$ cat src/include/doom_consts.svh
`ifndef DOOM_CONSTS_SVH
`define DOOM_CONSTS_SVH

// framebuffer geometry in pixels
`define SCREEN_WIDTH  320
`define SCREEN_HEIGHT 200

// topdelta value that closes a column
`define POST_END 8'hff

// slots in the host parameter block
`define PARAM_PATCH_BASE 0
`define PARAM_X          1
`define PARAM_Y          2
`define PARAM_FB_BASE    3

`endif

$ cat src/logic/patch_pkg.sv
package patch_pkg;
  `include "doom_consts.svh"

  localparam int ADDR_BITS  = 32;   // avalon byte address
  localparam int COORD_BITS = 16;   // matches doom short
  localparam int FIELD_BITS = 32;   // widest header field, columnofs

  typedef logic [ADDR_BITS-1:0] addr_t;
  typedef logic signed [COORD_BITS-1:0] coord_t;

  // byte count of one little-endian field
  typedef logic [1:0] field_size_t;
  localparam field_size_t SIZE_BYTE = 2'd0;   // topdelta, length, pixel
  localparam field_size_t SIZE_HALF = 2'd1;   // width and offsets
  localparam field_size_t SIZE_WORD = 2'd2;   // columnofs entry

  // one screen pixel on its way to the writer, 40 bits
  typedef struct packed {
    coord_t     x;        // may be off screen
    coord_t     y;        // may be off screen
    logic [7:0] colour;   // raw palette index
  } pixel_t;

  // walker FSM, code also goes to the seven segment debug port
  typedef enum logic [3:0] {
    S_IDLE     = 4'd0,   // waiting for start
    S_WIDTH    = 4'd1,   // header width
    S_LEFTOFS  = 4'd2,   // header leftoffset
    S_TOPOFS   = 4'd3,   // header topoffset
    S_COLOFS   = 4'd4,   // columnofs[col]
    S_TOPDELTA = 4'd5,   // post start row or end marker
    S_LENGTH   = 4'd6,   // post pixel count
    S_PIXEL    = 4'd7,   // fetch one source byte
    S_EMIT     = 4'd8    // hand pixel to writer
  } walker_state_t;

endpackage

$ cat src/logic/field_if.sv
`timescale 1ns/1ps

// field request channel between patch walker and byte reader
interface field_if;
  import patch_pkg::*;

  addr_t                 address;       // first byte of field
  field_size_t           size;          // 1, 2 or 4 bytes
  logic                  read;          // held until waitrequest low
  logic                  waitrequest;   // high until last byte arrives
  logic [FIELD_BITS-1:0] readdata;      // valid with read & !waitrequest

  modport requester (
    output address,
    output size,
    output read,
    input  waitrequest,
    input  readdata
  );

  modport server (
    input  address,
    input  size,
    input  read,
    output waitrequest,
    output readdata
  );

endinterface

$ cat src/logic/byte_reader.sv
`timescale 1ns/1ps

module byte_reader (
  input  logic             clk,
  input  logic             reset,
  field_if.server          fields,
  output patch_pkg::addr_t mem_address,
  output logic             mem_read,
  input  logic             mem_waitrequest,
  input  logic [7:0]       mem_readdata
);
  import patch_pkg::*;

  logic [1:0]            count;        // bytes already taken for this field
  logic [1:0]            last_index;   // byte number that completes the field
  logic [23:0]           shift_reg;    // earlier bytes, newest at top
  logic                  byte_done;    // mem beat accepted this cycle
  logic                  last_byte;    // beat is the final one
  logic [FIELD_BITS-1:0] assembled;    // field as seen this cycle

  always_comb begin
    case (fields.size)
      SIZE_BYTE: last_index = 2'd0;
      SIZE_HALF: last_index = 2'd1;
      default:   last_index = 2'd3;   // word
    endcase
  end

  assign mem_address = fields.address + addr_t'(count);   // consecutive bytes
  assign mem_read    = fields.read;                      // count is 0 between fields
  assign byte_done   = mem_read & ~mem_waitrequest;
  assign last_byte   = (count == last_index);

  // current byte on top of the stored ones, then right-align.
  // shift by 8*(3-count) drops the stale low bytes and zero fills
  assign assembled = {mem_readdata, shift_reg} >> {~count, 3'b000};

  assign fields.readdata    = assembled;
  assign fields.waitrequest = fields.read & ~(byte_done & last_byte);

  always_ff @(posedge clk) begin
    if (reset) begin
      count <= 2'd0;
    end else if (byte_done) begin
      if (last_byte) begin
        count <= 2'd0;   // ready for next field
      end else begin
        count <= count + 2'd1;
      end
    end
  end

  always_ff @(posedge clk) begin
    if (byte_done) begin
      shift_reg <= {mem_readdata, shift_reg[23:8]};   // little endian, lowest first
    end
  end

endmodule

$ cat src/logic/patch_handler.sv
`timescale 1ns/1ps
`include "doom_consts.svh"

module patch_handler #(
  parameter int FIFO_DEPTH = 4   // writer queue entries
) (
  input  logic             clk,
  input  logic             reset,
  input  patch_pkg::addr_t hps_params [8],
  input  logic             start,
  output logic             processing,
  output logic [6:0]       debug_seg_export,
  output patch_pkg::addr_t mem_address,        // patch memory master
  output logic             mem_read,
  input  logic             mem_waitrequest,
  input  logic [7:0]       mem_readdata,
  output patch_pkg::addr_t vga_address,        // framebuffer master
  output logic             vga_write,
  output logic [15:0]      vga_writedata,
  input  logic             vga_waitrequest
);
  import patch_pkg::*;

  field_if fields ();   // walker to byte reader

  logic   pix_write;         // walker offers a pixel
  pixel_t pix_data;
  logic   pix_waitrequest;   // writer queue full
  logic   walker_busy;
  logic   writer_idle;

  patch_walker u_walker (
    .clk              (clk),
    .reset            (reset),
    .hps_params       (hps_params),
    .start            (start),
    .fields           (fields.requester),
    .pix_write        (pix_write),
    .pix_data         (pix_data),
    .pix_waitrequest  (pix_waitrequest),
    .busy             (walker_busy),
    .debug_seg_export (debug_seg_export)
  );

  byte_reader u_reader (
    .clk             (clk),
    .reset           (reset),
    .fields          (fields.server),
    .mem_address     (mem_address),
    .mem_read        (mem_read),
    .mem_waitrequest (mem_waitrequest),
    .mem_readdata    (mem_readdata)
  );

  pixel_writer #(
    .FIFO_DEPTH (FIFO_DEPTH)
  ) u_writer (
    .clk             (clk),
    .reset           (reset),
    .fb_base         (hps_params[`PARAM_FB_BASE]),
    .pix_write       (pix_write),
    .pix_data        (pix_data),
    .pix_waitrequest (pix_waitrequest),
    .vga_address     (vga_address),
    .vga_write       (vga_write),
    .vga_writedata   (vga_writedata),
    .vga_waitrequest (vga_waitrequest),
    .idle            (writer_idle)
  );

  // start shows up at once, tail covers queued writes
  assign processing = walker_busy | ~writer_idle | (start & ~walker_busy);

endmodule

$ cat src/logic/patch_walker.sv
`timescale 1ns/1ps
`include "doom_consts.svh"

module patch_walker (
  input  logic              clk,
  input  logic              reset,
  input  patch_pkg::addr_t  hps_params [8],
  input  logic              start,
  field_if.requester        fields,
  output logic              pix_write,
  output patch_pkg::pixel_t pix_data,
  input  logic              pix_waitrequest,
  output logic              busy,
  output logic [6:0]        debug_seg_export
);
  import patch_pkg::*;

  walker_state_t state;
  addr_t         patch_base;   // patch_t in byte memory
  coord_t        scr_x;        // host x before leftoffset
  coord_t        scr_y;        // host y before topoffset
  coord_t        org_x;        // screen x of column 0
  coord_t        org_y;        // screen y of row 0
  logic [15:0]   width;        // column count
  logic [15:0]   col;          // current column
  logic [15:0]   next_col;
  addr_t         post_addr;    // next topdelta byte
  addr_t         src_addr;     // next source pixel byte
  logic [7:0]    count;        // pixels left in post
  coord_t        row;          // screen y of next pixel
  logic [7:0]    colour;       // fetched source byte
  logic          field_done;   // requested field valid this cycle
  logic [15:0]   field_half;
  logic [7:0]    field_byte;

  assign field_done = fields.read & ~fields.waitrequest;
  assign field_half = fields.readdata[15:0];
  assign field_byte = fields.readdata[7:0];
  assign next_col   = col + 16'd1;

  // field request, all from registers so it holds across waitrequest
  always_comb begin
    fields.read    = 1'b1;
    fields.address = post_addr;
    fields.size    = SIZE_BYTE;
    case (state)
      S_IDLE: begin
        fields.read = 1'b0;
      end
      S_WIDTH: begin
        fields.address = patch_base;   // width at +0, height at +2 unused
        fields.size    = SIZE_HALF;
      end
      S_LEFTOFS: begin
        fields.address = patch_base + 32'd4;
        fields.size    = SIZE_HALF;
      end
      S_TOPOFS: begin
        fields.address = patch_base + 32'd6;
        fields.size    = SIZE_HALF;
      end
      S_COLOFS: begin
        fields.address = patch_base + 32'd8 + addr_t'({col, 2'b00});   // columnofs[col]
        fields.size    = SIZE_WORD;
      end
      S_LENGTH: begin
        fields.address = post_addr + 32'd1;
      end
      S_PIXEL: begin
        fields.address = src_addr;
      end
      S_EMIT: begin
        fields.read = 1'b0;   // waiting on writer
      end
      default: begin
        fields.address = post_addr;   // topdelta
      end
    endcase
  end

  always_ff @(posedge clk) begin
    if (reset) begin
      state <= S_IDLE;
    end else begin
      case (state)
        S_IDLE: begin
          if (start) begin
            patch_base <= hps_params[`PARAM_PATCH_BASE];
            scr_x      <= coord_t'(hps_params[`PARAM_X][15:0]);
            scr_y      <= coord_t'(hps_params[`PARAM_Y][15:0]);
            state      <= S_WIDTH;
          end
        end
        S_WIDTH: begin
          if (field_done) begin
            width <= field_half;
            state <= S_LEFTOFS;
          end
        end
        S_LEFTOFS: begin
          if (field_done) begin
            org_x <= scr_x - coord_t'(field_half);   // x -= leftoffset
            state <= S_TOPOFS;
          end
        end
        S_TOPOFS: begin
          if (field_done) begin
            org_y <= scr_y - coord_t'(field_half);   // y -= topoffset
            col   <= 16'd0;
            state <= (width == 16'd0) ? S_IDLE : S_COLOFS;
          end
        end
        S_COLOFS: begin
          if (field_done) begin
            post_addr <= patch_base + addr_t'(fields.readdata);   // offset from patch start
            state     <= S_TOPDELTA;
          end
        end
        S_TOPDELTA: begin
          if (field_done) begin
            if (field_byte == `POST_END) begin
              col   <= next_col;
              state <= (next_col == width) ? S_IDLE : S_COLOFS;
            end else begin
              row   <= org_y + coord_t'({8'h00, field_byte});
              state <= S_LENGTH;
            end
          end
        end
        S_LENGTH: begin
          if (field_done) begin
            count     <= field_byte;
            src_addr  <= post_addr + 32'd3;   // skip topdelta, length, pad
            post_addr <= post_addr + addr_t'(field_byte) + 32'd4;   // following post
            state     <= (field_byte == 8'd0) ? S_TOPDELTA : S_PIXEL;
          end
        end
        S_PIXEL: begin
          if (field_done) begin
            colour <= field_byte;
            state  <= S_EMIT;
          end
        end
        S_EMIT: begin
          if (!pix_waitrequest) begin
            row      <= row + coord_t'(1);   // dest += SCREENWIDTH
            src_addr <= src_addr + 32'd1;
            count    <= count - 8'd1;
            state    <= (count == 8'd1) ? S_TOPDELTA : S_PIXEL;
          end
        end
        default: state <= S_IDLE;
      endcase
    end
  end

  assign pix_write = (state == S_EMIT);

  always_comb begin
    pix_data.x      = org_x + coord_t'(col);
    pix_data.y      = row;
    pix_data.colour = colour;
  end

  assign busy             = (state != S_IDLE);
  assign debug_seg_export = 7'(state);   // raw state code

endmodule

$ cat src/logic/pixel_writer.sv
`timescale 1ns/1ps
`include "doom_consts.svh"

module pixel_writer #(
  parameter int FIFO_DEPTH = 4   // power of two, 2 or more
) (
  input  logic              clk,
  input  logic              reset,
  input  patch_pkg::addr_t  fb_base,
  input  logic              pix_write,
  input  patch_pkg::pixel_t pix_data,
  output logic              pix_waitrequest,
  output patch_pkg::addr_t  vga_address,
  output logic              vga_write,
  output logic [15:0]       vga_writedata,
  input  logic              vga_waitrequest,
  output logic              idle
);
  import patch_pkg::*;

  localparam int PTR_BITS = $clog2(FIFO_DEPTH);

  addr_t               addr_mem   [FIFO_DEPTH];   // framebuffer address per entry
  logic [7:0]          colour_mem [FIFO_DEPTH];   // palette index per entry
  logic [PTR_BITS-1:0] wr_ptr;
  logic [PTR_BITS-1:0] rd_ptr;
  logic [PTR_BITS:0]   used;                      // entries held
  logic                full;
  logic                empty;
  logic                on_screen;
  logic                accept;                    // pixel handshake done
  logic                push;
  logic                pop;
  logic [16:0]         pix_index;                 // y * width + x, up to 63999
  addr_t               pix_addr;

  // clip against 0 <= x < width, 0 <= y < height
  assign on_screen = (pix_data.x >= coord_t'(0)) &&
                     (pix_data.x <  coord_t'(`SCREEN_WIDTH)) &&
                     (pix_data.y >= coord_t'(0)) &&
                     (pix_data.y <  coord_t'(`SCREEN_HEIGHT));

  // bounds above keep x to 9 bits and y to 8 bits
  assign pix_index = 17'(pix_data.y[7:0]) * 17'(`SCREEN_WIDTH) + 17'(pix_data.x[8:0]);
  assign pix_addr  = fb_base + addr_t'({pix_index, 1'b0});   // 16-bit pixels

  assign full            = (used == (PTR_BITS+1)'(FIFO_DEPTH));
  assign empty           = (used == '0);
  assign pix_waitrequest = full;
  assign accept          = pix_write & ~full;
  assign push            = accept & on_screen;   // off-screen ones vanish here
  assign pop             = vga_write & ~vga_waitrequest;

  // head stays on the bus until taken
  assign vga_write     = ~empty;
  assign vga_address   = addr_mem[rd_ptr];
  assign vga_writedata = {8'h00, colour_mem[rd_ptr]};   // zero-extended index
  assign idle          = empty;

  always_ff @(posedge clk) begin
    if (reset) begin
      wr_ptr <= '0;
      rd_ptr <= '0;
      used   <= '0;
    end else begin
      if (push) begin
        wr_ptr <= wr_ptr + 1'b1;   // wraps at depth
      end
      if (pop) begin
        rd_ptr <= rd_ptr + 1'b1;
      end
      case ({push, pop})
        2'b10:   used <= used + 1'b1;
        2'b01:   used <= used - 1'b1;
        default: used <= used;   // both or neither
      endcase
    end
  end

  always_ff @(posedge clk) begin
    if (push) begin
      addr_mem[wr_ptr]   <= pix_addr;
      colour_mem[wr_ptr] <= pix_data.colour;
    end
  end

endmodule

$ cat config.mk
export PLATFORM = sky130hd
export DESIGN_NAME = patch_handler
export DESIGN_NICKNAME = d
export VERILOG_FILES = /design/src/logic/patch_pkg.sv /design/src/logic/field_if.sv /design/src/logic/byte_reader.sv /design/src/logic/patch_handler.sv /design/src/logic/patch_walker.sv /design/src/logic/pixel_writer.sv
export VERILOG_INCLUDE_DIRS = /design/src /design/src/include
export SDC_FILE = /design/constraint.sdc
export NUM_CORES = 1
export LEC_CHECK = 0
export BUFFER_PORTS_ARGS = -buffer_cell sky130_fd_sc_hd__clkbuf_2
export CAP_MARGIN = 5
export CORE_ASPECT_RATIO = 1.75
export CORE_UTILIZATION = 45
export DETAILED_ROUTE_END_ITERATION = 16
export PLACE_DENSITY = 0.78
export SYNTH_ARGS = -nofsm -noshare
export SYNTH_HDL_FRONTEND = slang
export SYNTH_SLANG_ARGS = --single-unit
$ cat constraint.sdc
create_clock -name clk -period 5.7 [get_ports clk]
set_input_delay 0.285 -clock clk [delete_from_list [all_inputs] [get_ports clk]]
set_output_delay 0.285 -clock clk [all_outputs]
set_load 0.1 [all_outputs]
==> metrics, run 1 <==
result of the run=finished clean; commonest non-fill, non-tap cell in the layout=edfxtp_1; first-pass GRT wire length=~150,000 um; full die area=67,200 um2; Nets=about 3,700; Top reg by flops=u_writer.addr_mem; effective utilization at floorplan=45.6%; reg2reg path depth=22; gr usage total=30.6%; Die Y=342 um; Std-Cell Rows=124; slew margin rel.=12.3%; met2 GRT Util=52.8%; CP Max Fanout=5; clock root buffer=clkbuf_16; critical path capture point type=output port; Post-synth ARST share=0%; Clk Latency, worst-skew pair=about 0.60 ns; Cells after DPL=3,962; largest net degree at the start of global routing=73; synth warn=0; fmax=178 MHz; Final Wtd Congestion=around 1.0; setup TNS=0 ns; CP Data Arrival Time=5.34 ns; Netlist cell types=108; post-route cell area=34,700 um2; min-delay worst type=primary input to register; EDFF count, synth=408; final hold violation count=0; Synth Instances=2,920; IO Pins=between 300 and 400; Seq/Total Area, Yosys=42.2%; final setup vio count=0; Final Slew Violations=0; Period minus WS final=5.63 ns; M1 GR Usage=just over 30%; pwr/cell area=422 nW/um2; TritonCTS clock tree=yes; P&R area growth vs syn=16.7%; post-DR vias/cell=between 6 and 7; max reg flops=~130; leakage power=13.0 nW; GRT Max-Usage Layer=met2; Worst-path clk slew=0.07 ns; Congestion Overflow GR=0; routed wire length=102,000 um; Syn Area/Cell=about 10 um2; Max Buffers Root-to-Sink=3; Core Box Area=around 65,000 um2; Layout Cells excl Fill=~4,100; IO Port Bufs=187; placed cell areas=32,500 um2; startpoint types=register; vias in the first global route=25,100; Routed Antenna Nets=0; most frequent cells in the layout=edfxtp_1 (408), nor2_1 (256), nand2_1 (193); layout cells sized above 1=16.0%; grt met3 use=5.59%; TritonCTS buffer count=between 40 and 50; drt drc=0; Final Cycle Share=between 90% and 100%; htree depth=2; cell area after synthesis=29,800 um2; Yosys reg bits=423; Worst Max-Slew Pin Slew=about 1.3 ns; Max-Cap Viols=0; Worst Hold Path Cells=2; Max Clock Skew=between 0.03 and 0.04 ns; TritonRoute pass-1 iters=5; Worst VDD drop=803 uV; TritonCTS Sinks=423; DP Wirelength=76,600 um; RSZ-0062 raised after global routing=yes; Setup CP Type=register to output port; Avg WL per Cell=24.9 um; DRT iter0 DRCs=2,156; via count=25,200; initial antenna violation count=4; Data required, critical path=~5.4 ns; ys flop type=edfxtp_1; Die X=196 um
-- synth_stat cells (all sizes together), types with 47 or more instances --
cell type,n,area (um2)
o21ai,136,681
nand4,60,405
clkbuf,88,332
nand3,118,596
nor3,78,427
and3,51,319
nor4,48,334
nor2,263,995
inv,117,439
buf,60,352
a21oi,173,870
mux2i,47,470
ha,189,2360
xor2,125,1090
xnor2,189,1660
nand2,194,728
edfxtp,408,12300
-- path summary, 6_finish.rpt --
path / from / end / slack, ns
setup / recovery: u_walker.patch_base[3] / mem_address[22] / 0.07
hold / removal: hps_params[154] / u_writer.addr_mem[2][26] / 0.07
setup reg to reg: u_walker.col[1] / u_writer.addr_mem[3][30] / 0.31
hold reg to reg: u_reader.shift_reg[19] / u_reader.shift_reg[11] / 0.48
-- through the flow --
stage / hold slack (ns) / setup slack, ns / total power, mW / utilization [%]
2_1_floorplan: 0.384 / 0.00840 / 9.03 / -
3_3_place_gp: 0.452 / 0.307 / 11.4 / 49.7
3_5_place_dp: 0.461 / 0.238 / 11.5 / 49.7
4_1_cts: 0.0743 / 0.108 / 14.4 / 53.0
5_1_grt: 0.0664 / -0.0362 / 15.2 / 53.2
6_report: 0.0669 / 0.0707 / 14.7 / 53.2
-- cells by family after synthesis --
| logic type | count (synthesis) | synth area share (%) |
|---|---|---|
| AND/OR/NAND/NOR | 995 | 17.3 |
| AO/OA/AOI/OAI | 622 | 13.7 |
| flip-flops | 423 | 42.2 |
| XOR/XNOR | 315 | 9.31 |
| buffers and inverters | 266 | 3.80 |
| adder cells (fa/ha/maj) | 202 | 8.78 |
| multiplexers | 96 | 4.95 |
| other | 1 | 0.0126 |
-- critical path, stage by stage, from the launching register on --
cell,delay (ns)
edfxtp_1,0.49
inv_1,0.16
ha_1,0.24
inv_1,0.06
ha_1,0.21
inv_1,0.07
fa_1,0.40
nor2b_1,0.25
o31ai_2,0.13
a21oi_2,0.30
a31oi_1,0.18
mux2i_2,0.45
o32ai_1,0.31
or2_1,0.34
or3b_4,0.45
nor3_1,0.32
xnor2_2,0.18
buf_12,0.20
-- power by group --
group / internal (mW) / leakage [nW] / switching [mW]
combinational: 2.46 / 8.46 / 5.31
sequential: 3.80 / 3.82 / 0.217
clock: 1.63 / 0.671 / 1.27
-- area by class of cell --
class / count / area (um2)
Fill cell: 5719 / 30600
Antenna cell: 1 / 2.50
Inverter: 117 / 439
Clock buffer: 52 / 1150
Sequential cell: 423 / 12600
Clock inverter: 25 / 240
Tap cell: 882 / 1100
Multi-Input combinational cell: 2241 / 16500
Timing Repair Buffer: 373 / 2780
-- timing repair --
item | 4_1_cts | 5_1_grt
buffers inserted | 0 | 1
resized for setup | 0 | 28
hold buffers | 73 | 0
hold endpoints to repair | 76 | 0
endpoints found under the setup margin | 0 | 73
-- per-layer routing --
metal | share of wire (%) | vias up | wire, um
met4 | 11 | 4 | 11600
met1 | 33 | 12100 | 34000
met5 | 0.025 | - | 26
met3 | 6.3 | 436 | 6450
met2 | 49 | 1178 | 50200
li1 | - | 11500 | -
Note: power is estimated with default switching activity, not from simulation.
==> run 2: changes to the inputs <==
Settings changed: ABC_AREA set to 1, PLACE_DENSITY 0.78 to 0.77.
==> run 2 against run 1 <==
  * Area after synthesis rose by 6.6%
  * Wire length rose by 33%
  * Die area rose by 6.5%
  * Via count rose by 24%
  * Worst setup slack improved by 0.10 ns
  * First-iteration DRC count rose by 9.8%
  * Count of clock-buffer cells in the layout fell by 6
  * Critical endpoint is now mem_address[30]
  * Largest cell class unchanged
==> metrics, run 2 <==
Synth area leader=edfxtp_1; vias in the first global route=30,900 (+23%); result of the run=finished clean; Synth Instances=4,160 (+42%); leakage power=15.7 nW (+21%); IO Pins=359 (unchanged); TritonRoute pass-1 iters=6 (+1); WHS Endpoint=u_walker.state[1]; final hold violation count=0 (unchanged); CP Data Arrival Time=5.24 ns (-0.10 ns); gr usage total=37.7% (+7.2 points); Max Clock Skew=0.0352 ns (-0.00430 ns); cell area after synthesis=31,700 um2 (+6.6%); effective utilization at floorplan=45.6% (about the same); routed wire length=136,000 um (+33%); RSZ-0062 raised after global routing=no; Final Wtd Congestion=1.10 (+6.2%); clock root buffer=clkbuf_16; most common cell in the netlist=nand2_1; Die X=203 um (+3.2%); Hold Path Origin=start; Die Y=353 um (+3.2%); most frequent cells in the layout=nand2_1 (1,023), nor2_1 (511), inv_1 (478); Core Box Area=69,700 um2 (+6.7%); Post-CTS Setup Repair Bufs=0 (unchanged); post-DR vias/cell=5.74 (-6.3%); Yosys reg bits=423 (unchanged); post-route cell area=36,400 um2 (+4.8%); Worst Hold Path Cells=4 (+2); reg2reg path depth=22 (unchanged); layout cells sized above 1=9.98% (-6.0 points); Syn Area/Cell=7.63 um2 (-25%); P&R area growth vs syn=14.7%; Std-Cell Rows=128 (+3.2%); Max Buffers Root-to-Sink=3 (unchanged); DP Wirelength=105,000 um (+37%); r2r startpoint=u_walker.col[0]; Worst Max-Slew Pin Slew=1.15 ns (-0.168 ns); Seq/Total Area, Yosys=39.6% (-2.6 points); TritonCTS buffer count=41 (-4.7%); Routed Antenna Nets=0 (unchanged); Final Slew Violations=0 (unchanged); Power Total=14.7 mW (+0.21%); final setup vio count=0 (unchanged); Post-synth ARST share=0% (unchanged); slew margin rel.=22.6% (+10 points); fmax=181 MHz (+1.8%); TritonCTS clock tree=yes; Cells after DPL=5,269 (+33%); reg2reg end=u_writer.addr_mem[1][25]; ranking of synthesized cells by area=edfxtp_1 (39%), nand2_1 (12%), ha_1 (7.5%); commonest non-fill, non-tap cell in the layout=nand2_1; initial antenna violation count=22 (+18); DRT iter0 DRCs=2,367 (+9.8%); setup TNS=0 ns (unchanged); area share of the largest cell type after synthesis=38.6% (-2.5 points); R2R Setup Slk=0.32 ns (about the same); Setup CP Type=register to output port; first-pass GRT wire length=194,000 um (+28%); pwr/cell area=404 nW/um2 (-4.4%); CP Max Fanout=8 (+3); min-delay worst type=primary input to register; Top reg by flops=u_writer.addr_mem; Period minus WS final=5.53 ns (-0.100 ns); Data required, critical path=5.41 ns (about the same); Min Hold Slack=0.0353 ns (-0.0315 ns); EDFF count, synth=408 (unchanged); Final Cycle Share=97.0% (-1.8 points); full die area=71,600 um2 (+6.5%); placed cell areas=34,200 um2 (+5.4%); max reg flops=128 (unchanged); htree depth=2 (unchanged); via count=31,200 (+24%); synth warn=0 (unchanged); drt drc=0 (unchanged); startpoint types=register; Clk Latency, worst-skew pair=0.63 ns (+0.03 ns); largest net degree at the start of global routing=66 (-9.6%); Netlist cell types=60 (-44%); IO Port Bufs=187 (unchanged); Worst-path clk slew=0.07 ns (about the same); Avg WL per Cell=25.0 um (+0.45%); Worst VDD drop=1010 uV (+26%); Max-Cap Viols=0 (unchanged); Post-synth top cells=nand2_1 (1,024), nor2_1 (516), inv_1 (479); Nets=4,946 (+35%); Congestion Overflow GR=0 (unchanged); ys flop type=edfxtp_1; critical path capture point type=output port; TritonCTS Sinks=423 (unchanged); Layout Cells excl Fill=5,428 (+32%)
## run 2: how the worst max path moves through the flow
stage                                    end                    start  cells past startpoint  slack (ns)
finish                       mem_address[30]  u_walker.patch_base[13]                     16        0.17
global placement    u_writer.addr_mem[0][26]          u_walker.col[0]                     23        0.23
global route                 mem_address[29]   u_walker.patch_base[3]                     20       0.008
floorplan                  u_walker.count[0]        u_walker.state[2]                      6        0.30
CTS                 u_writer.addr_mem[2][26]          u_walker.col[0]                     23        0.13
detailed placement  u_writer.addr_mem[0][26]          u_walker.col[0]                     23        0.18
## run 2: cells by family (layout without fill, tap and decap cells)
logic type | after synthesis | after routing | synth area share (%)
adder cells (fa/ha/maj) | 201 | 201 | 8.21
buffers and inverters | 587 | 926 | 7.30
AND/OR/NAND/NOR | 2095 | 2095 | 28.1
other | 1 | 20 | 0.0118
XOR/XNOR | 185 | 185 | 5.24
AO/OA/AOI/OAI | 668 | 668 | 11.5
flip-flops | 423 | 423 | 39.6
## run 2: stage by stage
stage / setup WS [ns] / util, %
finish: 0.171 / 52.3
global route: 0.00796 / 52.2
CTS: 0.128 / 52.2
detailed placement: 0.176 / 49.1
global placement: 0.226 / 49.1
floorplan: 0.298 / -
## run 2: critical path, cell delays in order, from the launching register on
cell and delay, ns:
edfxtp_1 0.69, ha_1 0.34, ha_1 0.37, nand2_1 0.12, nor2_1 0.27, and3_1 0.20, nand2_1 0.07, nand3b_1 0.09
nand3_1 0.56, nand3_1 0.38, nand2_1 0.21, nor2_1 0.20, nand2_1 0.10, nor2_1 0.32, nand4_1 0.14, nand2_1 0.09
clkbuf_2 0.47
## run 2: what timing repair did
action,CTS,global route
hold endpoints to repair,76,0
hold buffers,73,0
endpoints found under the setup margin,0,51
resized for setup,0,10
## run 2: report_power, final
group | switching (mW) | internal (mW) | leakage, nW
clock network | 1.35 | 1.63 | 0.687
registers | 0.158 | 3.74 | 3.85
logic | 6.07 | 1.76 | 11.1
total | 7.58 | 7.13 | 15.7
## run 2: layout make-up
| type | count | area (um2) |
|---|---|---|
| Clock inverter | 30 | 370 |
| Antenna cell | 9 | 22.5 |
| Tap cell | 910 | 1140 |
| Clock buffer | 46 | 1040 |
| Timing Repair Buffer | 361 | 2450 |
| Inverter | 489 | 1840 |
| Fill cell | 6736 | 33300 |
| Sequential cell | 423 | 12600 |
| Multi-Input combinational cell | 3160 | 17000 |
## run 2: per-layer routing
metal	vias up	track usage [%]	part of all wire, %
li1	14700	-	-
met1	14400	33.4	31
met2	1436	65.7	49
met3	626	10.2	7.5
met4	28	40.7	13
met5	-	0.337	0.13
